==> config.mk <==
export PLATFORM = sky130hd
export DESIGN_NAME = iadc_top
export DESIGN_NICKNAME = d
export VERILOG_FILES = /design/src/iadc_pkg.sv /design/src/iadc_timer.sv /design/src/iadc_ddr_capture.sv /design/src/iadc_sample_fifo.sv /design/src/iadc_ctrl_serial.sv /design/src/iadc_seq_fsm.sv /design/src/iadc_top.sv
export SDC_FILE = /design/constraint.sdc
export NUM_CORES = 1
export LEC_CHECK = 0
export BUFFER_PORTS_ARGS = -buffer_cell sky130_fd_sc_hd__buf_4
export CAP_MARGIN = 20
export CORE_UTILIZATION = 30
export CTS_CLUSTER_SIZE = 10
export DETAILED_ROUTE_END_ITERATION = 16
export GPL_TIMING_DRIVEN = 0
export RECOVER_POWER = 100
export SYNTH_ARGS = -nofsm -noshare
export SYNTH_HDL_FRONTEND = slang
export SYNTH_HIERARCHICAL = 1
export SYNTH_SLANG_ARGS = --single-unit
export TNS_END_PERCENT = 20
==> constraint.sdc <==
create_clock -name adc_clk -period 7.95 [get_ports adc_clk]
set_input_delay 1.59 -clock adc_clk [delete_from_list [all_inputs] [get_ports adc_clk]]
set_output_delay 1.59 -clock adc_clk [all_outputs]
set_load 0.03 [all_outputs]
==> src/iadc_pkg.sv <==
package iadc_pkg;

  localparam int LANE_W   = 8;                      // one adc lane byte.
  localparam int SAMPLE_W = 8 * LANE_W;             // four lanes, two edges.
  localparam int OOR_W    = 4;                      // i/q flags on both edges.
  localparam int ADDR_W   = 3;
  localparam int DATA_W   = 16;
  localparam int CREDIT_W = 4;
  localparam int TICK_W   = 16;

  // serial register frame, address first then data.
  localparam int FRAME_BITS = ADDR_W + DATA_W;
  localparam int BIT_CNT_W  = $clog2(FRAME_BITS);

  typedef logic [LANE_W-1:0]   lane_t;
  typedef logic [SAMPLE_W-1:0] sample_t;
  typedef logic [OOR_W-1:0]    oor_t;
  typedef logic [ADDR_W-1:0]   reg_addr_t;
  typedef logic [DATA_W-1:0]   reg_data_t;
  typedef logic [CREDIT_W-1:0] credit_t;
  typedef logic [TICK_W-1:0]   tick_t;

  typedef enum logic [2:0] {
    IDLE,        // leaves on the first cycle after reset.
    RESET_ADC,   // ddrb pulse to the adc.
    WAIT_LOCK,   // clock manager settling.
    RUN,
    CONFIG,      // serial register write in flight.
    FAULT        // lock never arrived, held until reset.
  } seq_state_t;

endpackage

==> src/iadc_timer.sv <==
`timescale 1ns/1ps

module iadc_timer (
  input  logic            adc_clk,
  input  logic            arst_n,
  input  logic            load,
  input  iadc_pkg::tick_t count,
  output logic            expired
);
  import iadc_pkg::*;

  tick_t cnt;
  logic  running;

  // fires once the loaded count has run down to zero.
  assign expired = running && (cnt == '0);

  always_ff @(posedge adc_clk or negedge arst_n) begin
    if (!arst_n) begin
      cnt     <= '0;
      running <= 1'b0;
    end else if (load) begin
      cnt     <= count;
      running <= 1'b1;
    end else if (running) begin
      if (cnt == '0) begin
        running <= 1'b0;   // one-shot, waits for the next load.
      end else begin
        cnt <= cnt - 1'b1;
      end
    end
  end

endmodule

==> src/iadc_ddr_capture.sv <==
`timescale 1ns/1ps

module iadc_ddr_capture (
  input  logic              adc_clk,
  input  logic              arst_n,
  input  logic              capture_run,
  input  iadc_pkg::lane_t   adc_data_i_even,
  input  iadc_pkg::lane_t   adc_data_i_odd,
  input  iadc_pkg::lane_t   adc_data_q_even,
  input  iadc_pkg::lane_t   adc_data_q_odd,
  input  logic              adc_outofrange_i,
  input  logic              adc_outofrange_q,
  input  logic              adc_sync,
  output logic              cap_valid,
  output iadc_pkg::sample_t cap_data,
  output iadc_pkg::oor_t    cap_oor,
  output logic              cap_sync
);
  import iadc_pkg::*;

  lane_t i_even_r;
  lane_t i_odd_r;
  lane_t q_even_r;
  lane_t q_odd_r;
  lane_t i_even_f;
  lane_t i_odd_f;
  lane_t q_even_f;
  lane_t q_odd_f;
  logic  oor_i_r;
  logic  oor_q_r;
  logic  oor_i_f;
  logic  oor_q_f;
  logic  sync_r;
  logic  run_r;

  always_ff @(posedge adc_clk) begin
    i_even_r <= adc_data_i_even;
    i_odd_r  <= adc_data_i_odd;
    q_even_r <= adc_data_q_even;
    q_odd_r  <= adc_data_q_odd;
    oor_i_r  <= adc_outofrange_i;
    oor_q_r  <= adc_outofrange_q;
    sync_r   <= adc_sync;         // sync is only taken on the rising edge.
  end

  always_ff @(negedge adc_clk) begin
    i_even_f <= adc_data_i_even;
    i_odd_f  <= adc_data_i_odd;
    q_even_f <= adc_data_q_even;
    q_odd_f  <= adc_data_q_odd;
    oor_i_f  <= adc_outofrange_i;
    oor_q_f  <= adc_outofrange_q;
  end

  // valid follows the rising-edge half through both pipeline stages.
  always_ff @(posedge adc_clk or negedge arst_n) begin
    if (!arst_n) begin
      run_r     <= 1'b0;
      cap_valid <= 1'b0;
    end else begin
      run_r     <= capture_run;
      cap_valid <= run_r;
    end
  end

  // both halves of one cycle land together here.
  always_ff @(posedge adc_clk) begin
    cap_data <= {i_even_r, i_odd_r, i_even_f, i_odd_f,
                 q_even_r, q_odd_r, q_even_f, q_odd_f};
    cap_oor  <= {oor_i_f, oor_q_f, oor_i_r, oor_q_r};
    cap_sync <= sync_r;
  end

endmodule

==> src/iadc_sample_fifo.sv <==
`timescale 1ns/1ps

module iadc_sample_fifo #(
  parameter int FIFO_DEPTH = 8,
  parameter int CREDITS    = 4
) (
  input  logic              adc_clk,
  input  logic              arst_n,
  input  logic              cap_valid,
  input  iadc_pkg::sample_t cap_data,
  input  iadc_pkg::oor_t    cap_oor,
  input  logic              cap_sync,
  input  logic              credit_return,
  output logic              sample_valid,
  output iadc_pkg::sample_t sample_data,
  output iadc_pkg::oor_t    sample_oor,
  output logic              sample_sync,
  output iadc_pkg::tick_t   drop_count
);
  import iadc_pkg::*;

  localparam int PTR_W = (FIFO_DEPTH > 1) ? $clog2(FIFO_DEPTH) : 1;
  localparam int CNT_W = $clog2(FIFO_DEPTH + 1);

  sample_t          mem_data [FIFO_DEPTH];
  oor_t             mem_oor  [FIFO_DEPTH];
  logic             mem_sync [FIFO_DEPTH];
  logic [PTR_W-1:0] wr_ptr;
  logic [PTR_W-1:0] rd_ptr;
  logic [CNT_W-1:0] fill;
  credit_t          credits;
  logic             full;
  logic             empty;
  logic             push;
  logic             pop;

  assign full  = (fill == CNT_W'(FIFO_DEPTH));
  assign empty = (fill == '0);
  assign push  = cap_valid && !full;              // full means the word is lost.
  assign pop   = !empty && (credits != '0);

  always_ff @(posedge adc_clk) begin
    if (push) begin
      mem_data[wr_ptr] <= cap_data;
      mem_oor[wr_ptr]  <= cap_oor;
      mem_sync[wr_ptr] <= cap_sync;
    end
    if (pop) begin
      sample_data <= mem_data[rd_ptr];
      sample_oor  <= mem_oor[rd_ptr];
      sample_sync <= mem_sync[rd_ptr];
    end
  end

  always_ff @(posedge adc_clk or negedge arst_n) begin
    if (!arst_n) begin
      wr_ptr       <= '0;
      rd_ptr       <= '0;
      fill         <= '0;
      credits      <= credit_t'(CREDITS);
      sample_valid <= 1'b0;
      drop_count   <= '0;
    end else begin
      sample_valid <= pop;                        // one pulse per issued word.
      if (push) begin
        wr_ptr <= (wr_ptr == PTR_W'(FIFO_DEPTH - 1)) ? '0 : wr_ptr + 1'b1;
      end
      if (pop) begin
        rd_ptr <= (rd_ptr == PTR_W'(FIFO_DEPTH - 1)) ? '0 : rd_ptr + 1'b1;
      end
      case ({push, pop})
        2'b10:   fill <= fill + 1'b1;
        2'b01:   fill <= fill - 1'b1;
        default: fill <= fill;
      endcase
      case ({pop, credit_return})
        2'b10:   credits <= credits - 1'b1;
        2'b01:   credits <= credits + 1'b1;
        default: credits <= credits;
      endcase
      if (cap_valid && full) begin
        drop_count <= drop_count + 1'b1;
      end
    end
  end

endmodule

==> src/iadc_ctrl_serial.sv <==
`timescale 1ns/1ps

module iadc_ctrl_serial #(
  parameter int CTRL_DIV = 4
) (
  input  logic                adc_clk,
  input  logic                arst_n,
  input  logic                start,
  input  iadc_pkg::reg_addr_t addr,
  input  iadc_pkg::reg_data_t data,
  output logic                busy,
  output logic                done,
  output logic                adc_ctrl_clk,
  output logic                adc_ctrl_data,
  output logic                adc_ctrl_strobe_n
);
  import iadc_pkg::*;

  localparam int DIV_W = $clog2(CTRL_DIV + 1);

  logic [FRAME_BITS-1:0] shreg;
  logic [BIT_CNT_W-1:0]  bit_cnt;
  logic [DIV_W-1:0]      div_cnt;
  logic                  active;
  logic                  half_end;

  assign half_end      = (div_cnt == DIV_W'(CTRL_DIV - 1));
  assign adc_ctrl_data = shreg[FRAME_BITS-1];    // msb first.

  always_ff @(posedge adc_clk or negedge arst_n) begin
    if (!arst_n) begin
      shreg             <= '0;
      bit_cnt           <= '0;
      div_cnt           <= '0;
      active            <= 1'b0;
      busy              <= 1'b0;
      done              <= 1'b0;
      adc_ctrl_clk      <= 1'b0;
      adc_ctrl_strobe_n <= 1'b1;
    end else if (active) begin
      if (half_end) begin
        div_cnt      <= '0;
        adc_ctrl_clk <= !adc_ctrl_clk;
        if (adc_ctrl_clk) begin                  // falling edge, next bit.
          if (bit_cnt == BIT_CNT_W'(FRAME_BITS - 1)) begin
            active            <= 1'b0;
            adc_ctrl_strobe_n <= 1'b1;
            done              <= 1'b1;           // trailing cycle, strobe high.
          end else begin
            bit_cnt <= bit_cnt + 1'b1;
            shreg   <= {shreg[FRAME_BITS-2:0], 1'b0};
          end
        end
      end else begin
        div_cnt <= div_cnt + 1'b1;
      end
    end else if (done) begin
      done <= 1'b0;
      busy <= 1'b0;
    end else if (start && !busy) begin
      shreg             <= {addr, data};
      bit_cnt           <= '0;
      div_cnt           <= '0;
      active            <= 1'b1;
      busy              <= 1'b1;
      adc_ctrl_clk      <= 1'b0;                 // each bit opens low.
      adc_ctrl_strobe_n <= 1'b0;
    end
  end

endmodule

==> src/iadc_seq_fsm.sv <==
`timescale 1ns/1ps

module iadc_seq_fsm #(
  parameter int DDRB_CYCLES  = 16,
  parameter int LOCK_TIMEOUT = 200
) (
  input  logic                adc_clk,
  input  logic                arst_n,
  input  logic                clk_lock,
  input  logic                capture_en,
  input  logic                cfg_start,
  input  iadc_pkg::reg_addr_t cfg_addr,
  input  iadc_pkg::reg_data_t cfg_data,
  input  logic                timer_expired,
  input  logic                ser_done,
  output logic                adc_ddrb,
  output logic                ready,
  output logic                lock_fail,
  output logic                cfg_busy,
  output logic                capture_run,
  output logic                timer_load,
  output iadc_pkg::tick_t     timer_count,
  output logic                ser_start,
  output iadc_pkg::reg_addr_t ser_addr,
  output iadc_pkg::reg_data_t ser_data
);
  import iadc_pkg::*;

  seq_state_t state;
  seq_state_t state_nxt;
  logic       cfg_accept;

  // a write request only counts while running with lock.
  assign cfg_accept  = (state == RUN) && clk_lock && cfg_start;

  assign adc_ddrb    = (state == RESET_ADC);
  assign ready       = (state == RUN);
  assign lock_fail   = (state == FAULT);
  assign cfg_busy    = (state == CONFIG);
  assign capture_run = ((state == RUN) || (state == CONFIG)) && capture_en;

  // timer counts are one short, the expiry cycle itself completes the span.
  always_comb begin
    state_nxt   = state;
    timer_load  = 1'b0;
    timer_count = tick_t'(DDRB_CYCLES - 1);
    case (state)
      IDLE: begin
        state_nxt  = RESET_ADC;
        timer_load = 1'b1;
      end
      RESET_ADC: begin
        if (timer_expired) begin
          state_nxt   = WAIT_LOCK;
          timer_load  = 1'b1;
          timer_count = tick_t'(LOCK_TIMEOUT - 1);
        end
      end
      WAIT_LOCK: begin
        if (clk_lock) begin
          state_nxt = RUN;
        end else if (timer_expired) begin
          state_nxt = FAULT;
        end
      end
      RUN: begin
        if (!clk_lock) begin
          state_nxt  = RESET_ADC;                // lost lock, reset the adc again.
          timer_load = 1'b1;
        end else if (cfg_accept) begin
          state_nxt = CONFIG;
        end
      end
      CONFIG: begin
        if (ser_done) begin
          state_nxt = RUN;
        end
      end
      FAULT:   state_nxt = FAULT;
      default: state_nxt = IDLE;
    endcase
  end

  always_ff @(posedge adc_clk or negedge arst_n) begin
    if (!arst_n) begin
      state     <= IDLE;
      ser_start <= 1'b0;
    end else begin
      state     <= state_nxt;
      ser_start <= cfg_accept;
    end
  end

  always_ff @(posedge adc_clk) begin
    if (cfg_accept) begin
      ser_addr <= cfg_addr;
      ser_data <= cfg_data;
    end
  end

endmodule

==> src/iadc_top.sv <==
`timescale 1ns/1ps

module iadc_top #(
  parameter int FIFO_DEPTH   = 8,
  parameter int CREDITS      = 4,
  parameter int DDRB_CYCLES  = 16,
  parameter int LOCK_TIMEOUT = 200,
  parameter int CTRL_DIV     = 4
) (
  input  logic                adc_clk,
  input  logic                arst_n,
  input  logic                clk_lock,
  input  iadc_pkg::lane_t     adc_data_i_even,
  input  iadc_pkg::lane_t     adc_data_i_odd,
  input  iadc_pkg::lane_t     adc_data_q_even,
  input  iadc_pkg::lane_t     adc_data_q_odd,
  input  logic                adc_outofrange_i,
  input  logic                adc_outofrange_q,
  input  logic                adc_sync,
  input  logic                capture_en,
  input  logic                cfg_start,
  input  iadc_pkg::reg_addr_t cfg_addr,
  input  iadc_pkg::reg_data_t cfg_data,
  input  logic                credit_return,
  output logic                adc_ddrb,
  output logic                adc_ctrl_clk,
  output logic                adc_ctrl_data,
  output logic                adc_ctrl_strobe_n,
  output logic                sample_valid,
  output iadc_pkg::sample_t   sample_data,
  output iadc_pkg::oor_t      sample_oor,
  output logic                sample_sync,
  output iadc_pkg::tick_t     drop_count,
  output logic                ready,
  output logic                lock_fail,
  output logic                cfg_busy
);
  import iadc_pkg::*;

  logic      capture_run;
  logic      cap_valid;
  sample_t   cap_data;
  oor_t      cap_oor;
  logic      cap_sync;
  logic      timer_load;
  tick_t     timer_count;
  logic      timer_expired;
  logic      ser_start;
  reg_addr_t ser_addr;
  reg_data_t ser_data;
  logic      ser_done;

  iadc_ddr_capture u_capture (
    .adc_clk, .arst_n, .capture_run,
    .adc_data_i_even, .adc_data_i_odd, .adc_data_q_even, .adc_data_q_odd,
    .adc_outofrange_i, .adc_outofrange_q, .adc_sync,
    .cap_valid, .cap_data, .cap_oor, .cap_sync
  );

  iadc_sample_fifo #(.FIFO_DEPTH(FIFO_DEPTH), .CREDITS(CREDITS)) u_fifo (
    .adc_clk, .arst_n, .cap_valid, .cap_data, .cap_oor, .cap_sync, .credit_return,
    .sample_valid, .sample_data, .sample_oor, .sample_sync, .drop_count
  );

  iadc_ctrl_serial #(.CTRL_DIV(CTRL_DIV)) u_serial (
    .adc_clk, .arst_n, .start(ser_start), .addr(ser_addr), .data(ser_data),
    .busy(), .done(ser_done),
    .adc_ctrl_clk, .adc_ctrl_data, .adc_ctrl_strobe_n
  );

  iadc_timer u_timer (
    .adc_clk, .arst_n, .load(timer_load), .count(timer_count), .expired(timer_expired)
  );

  iadc_seq_fsm #(.DDRB_CYCLES(DDRB_CYCLES), .LOCK_TIMEOUT(LOCK_TIMEOUT)) u_seq (
    .adc_clk, .arst_n, .clk_lock, .capture_en, .cfg_start, .cfg_addr, .cfg_data,
    .timer_expired, .ser_done,
    .adc_ddrb, .ready, .lock_fail, .cfg_busy, .capture_run,
    .timer_load, .timer_count, .ser_start, .ser_addr, .ser_data
  );

endmodule

==> qor.txt <==
Area leader, netlist -> edfxtp_1
1st-iter DRT viols -> 1,268
Worst vdd ir -> 0.174 mV
Critical Path End -> u_fifo/mem_data[6][0]$_DFFE_PP_
Post-Syn Area -> 30,900 um2
Async S/R FF share, synth -> 0.0995
Vias in the first global route -> 15,900
Mapped Avg Cell Area -> 20.9 um2
Via Count -> 14,900
Worst slack, placed -> 2.12 ns
Final Hold Viols -> 0
Design area -> 36,500 um2
Storage cell area -> 24,100 um2
Slew Limit Fails -> 300
Tightest Hold Check Type -> reg2reg
Clock skew -> 0.0320 ns
Crit path time final -> 5.79 ns
Grt ovf -> 0
Vias per cell -> 4.55
Critical path endpoint category -> register
Critical R2R Capture -> u_fifo/mem_data[6][0]$_DFFE_PP_
Rows -> 117
Clock Path Buffers -> 3
Htree depth -> 3
Antenna violations before repair -> 7
Register area share after synthesis -> 0.780
Top cell type's share of synthesized area -> 0.621
Crit Path Max Fanout -> 19
Overall Power -> 0.0126 W
Clock Pin Slew Worst Setup and Hold Paths -> 0.06 ns
Total iterations of the first detailed-routing run -> 5
Endpoints failing setup -> 0
WL/cell -> 20.5 um
First-pass GRT wire length -> 101,000 um
Core ar. -> 102,000 um2
Rel. slew slack -> -0.746
Max cap viols -> 13
Hold buffers post-CTS -> 0
HP Start -> u_capture/i_even_r[1]$_DFF_P_
Critical path type -> reg2reg
Power Density -> 345 nW/um2
Reg2reg start -> u_fifo/fill[1]$_DFFE_PN0P_
Nets@finish -> 1,909
Final Wtd Congestion -> 0.756
Die X -> 323 um
RSZ-0062 raised after global routing -> no
Setup Buffers After CTS -> 0
I/O Pins -> 153
Failing checks -> capacitance limit, slew limit
DP Wirelength -> 43,600 um
Final setup TNS -> 0 ns
Top cells by area, synth -> edfxtp_1 62%, mux4_2 10%, dfxtp_1 8.9%, dfrtp_1 6.8%, mux2_2 3.5%
Synth Warn # -> 6
Post-synth EDFFs -> 640
Status -> finished with violations
DRT antenna net count -> 0
Clock buffer count from CTS -> 98
P_leak -> 12.3 nW
Crit path arrival time -> 6.13 ns
Max Clk Rate -> 173 MHz
Period utilisation layout -> 0.728
Final WS setup -> 2.16 ns
Worst-Skew Late Latency -> 0.66 ns
R2R depth -> 7
CTS sink count -> 864
CP required -> 8.30 ns
Initial Utilization -> 0.303
Slew @ Worst Pin -> 2.60 ns
CTS tree -> built
Top FF cell, synth -> edfxtp_1
Fraction of layout cells with a size suffix above 1 -> 0.202
Synthesized flop and latch total -> 864
Post-CTS Resized -> 0
Source of the critical timing path -> u_fifo/fill[1]$_DFFE_PN0P_
Dpl cell area -> 34,700 um2
Yosys cell types -> 80
Cells after Synth -> 1,478
Multi-input gate area in the final layout -> 6250 um2
# DRC -> 0
Clk root buf -> clkbuf_16
GRT Total Usage -> 0.130
Pin count of the biggest net entering global routing -> 45
Die footprint -> 104,000 um2
Die Y -> 323 um
IO Port Bufs -> 152
Worst R2R Setup Slack -> 2.16 ns
Critical path startpoint category -> register
Fillers -> 9,583
Layout overhead on the synthesized area -> 18.0%
Final WL -> 67,200 um
[worst min path at each step]
stage                                     end  slack (ns)  cells after the start
2_1_floorplan  u_capture/cap_data[16]$_DFF_P_        0.31                      0
6_report       u_capture/cap_data[57]$_DFF_P_        0.31                      0
3_5_place_dp     u_capture/cap_oor[1]$_DFF_P_        0.31                      0
4_1_cts        u_capture/cap_data[59]$_DFF_P_        0.32                      0
3_3_place_gp   u_capture/cap_data[55]$_DFF_P_        0.31                      0
5_1_grt        u_capture/cap_data[59]$_DFF_P_        0.33                      0
[power breakdown]
group	total (W)	switching [W]	leakage, nW	internal [W]
registers	0.00559	0.000253	8.10	0.00534
clock network	0.00417	0.00178	1.57	0.00239
logic	0.00285	0.00168	2.62	0.00117
total	0.0126	0.00371	12.3	0.00889
[flip-flops by register name, indices dropped and copies added, names as in the netlist, 16 cells and up]
register	cells
u_capture/cap_data	64
u_fifo/drop_count	16
u_fifo/mem_data	512
u_fifo/mem_oor	32
u_fifo/sample_data	64
u_seq/ser_data	16
u_serial/shreg	19
u_timer/cnt	16
[kinds of logic (layout without fill, tap and decap cells)]
logic type / after synthesis / after routing / synth area share
flops: 864 / 864 / 0.780
xor+xnor: 22 / 22 / 0.00623
other cells: 2 / 15 / 0.000243
compound gates: 72 / 72 / 0.0160
mux: 257 / 257 / 0.146
buf+inv: 89 / 513 / 0.0153
simple gates: 156 / 156 / 0.0296
fa+ha+maj: 16 / 16 / 0.00671
[critical path: stages, from the launching register on]
cell      delay, ns
dfrtp_1        0.45
or4b_1         0.15
clkbuf_1       0.34
nand3_1        0.24
nor2_1         1.55
clkbuf_1       1.25
clkbuf_1       1.23
buf_16         0.27
[layout make-up]
cell class / instances / share of cell area
tap: 1368 / 0.0469
inverter: 20 / 0.00206
buffer: 68 / 0.00888
sequential: 864 / 0.661
timing repair buffer: 211 / 0.0254
antenna: 2 / 0.000137
clock buffer: 168 / 0.0752
multi-input combinational: 536 / 0.171
clock inverter: 46 / 0.00857
[stage by stage]
step,util,hold slack (ns),std cells
final,0.358,0.311,3283
after CTS,0.370,0.318,3281
after global routing,0.358,0.327,3281
after detailed placement,0.340,0.312,3068
after global placement,0.332,0.310,3009
after floorplan,-,0.310,1489
[cells in the final DEF (no fill, tap or decap), drive strengths merged, types with 3 or more instances in the layout]
| cell type | n |
|---|---|
| dfrtp | 84 |
| clkinv | 10 |
| inv | 55 |
| nand2 | 26 |
| nor3 | 19 |
| xor2 | 9 |
| clkbuf | 413 |
| dfxtp | 138 |
| conb | 13 |
| a22o | 3 |
| mux2i | 5 |
| nor2b | 5 |
| a31oi | 3 |
| a21oi | 17 |
| or3 | 6 |
| nand3 | 18 |
| o211ai | 4 |
| mux4 | 138 |
| xnor2 | 13 |
| and3 | 9 |
| nor2 | 26 |
| nor4 | 11 |
| mux2 | 114 |
| or4b | 4 |
| buf | 34 |
| ha | 15 |
| o21ai | 16 |
| nand4b | 3 |
| nand4 | 8 |
| or4 | 6 |
| nand2b | 4 |
| a2bb2oi | 3 |
| edfxtp | 640 |
[cells in the mapped netlist, types with 12 or more instances]
library cell and instances:
nand2_1 25, o21ai_0 12, dfxtp_1 138, nand3_1 18
nor2_1 26, buf_4 15, a21oi_1 17, xnor2_1 13
buf_2 16, edfxtp_1 640, mux2_4 18, inv_1 19
mux2_2 96, mux4_2 138, dfrtp_1 84, nor3_1 16
clkbuf_1 22, ha_1 15
[routing by layer]
metal  share of wire  GRT usage
met4           0.022     0.0368
met3           0.061     0.0287
met2            0.49      0.220
met1            0.43      0.168
met5         0.00039          0
Note: power is estimated with default switching activity, not from simulation.
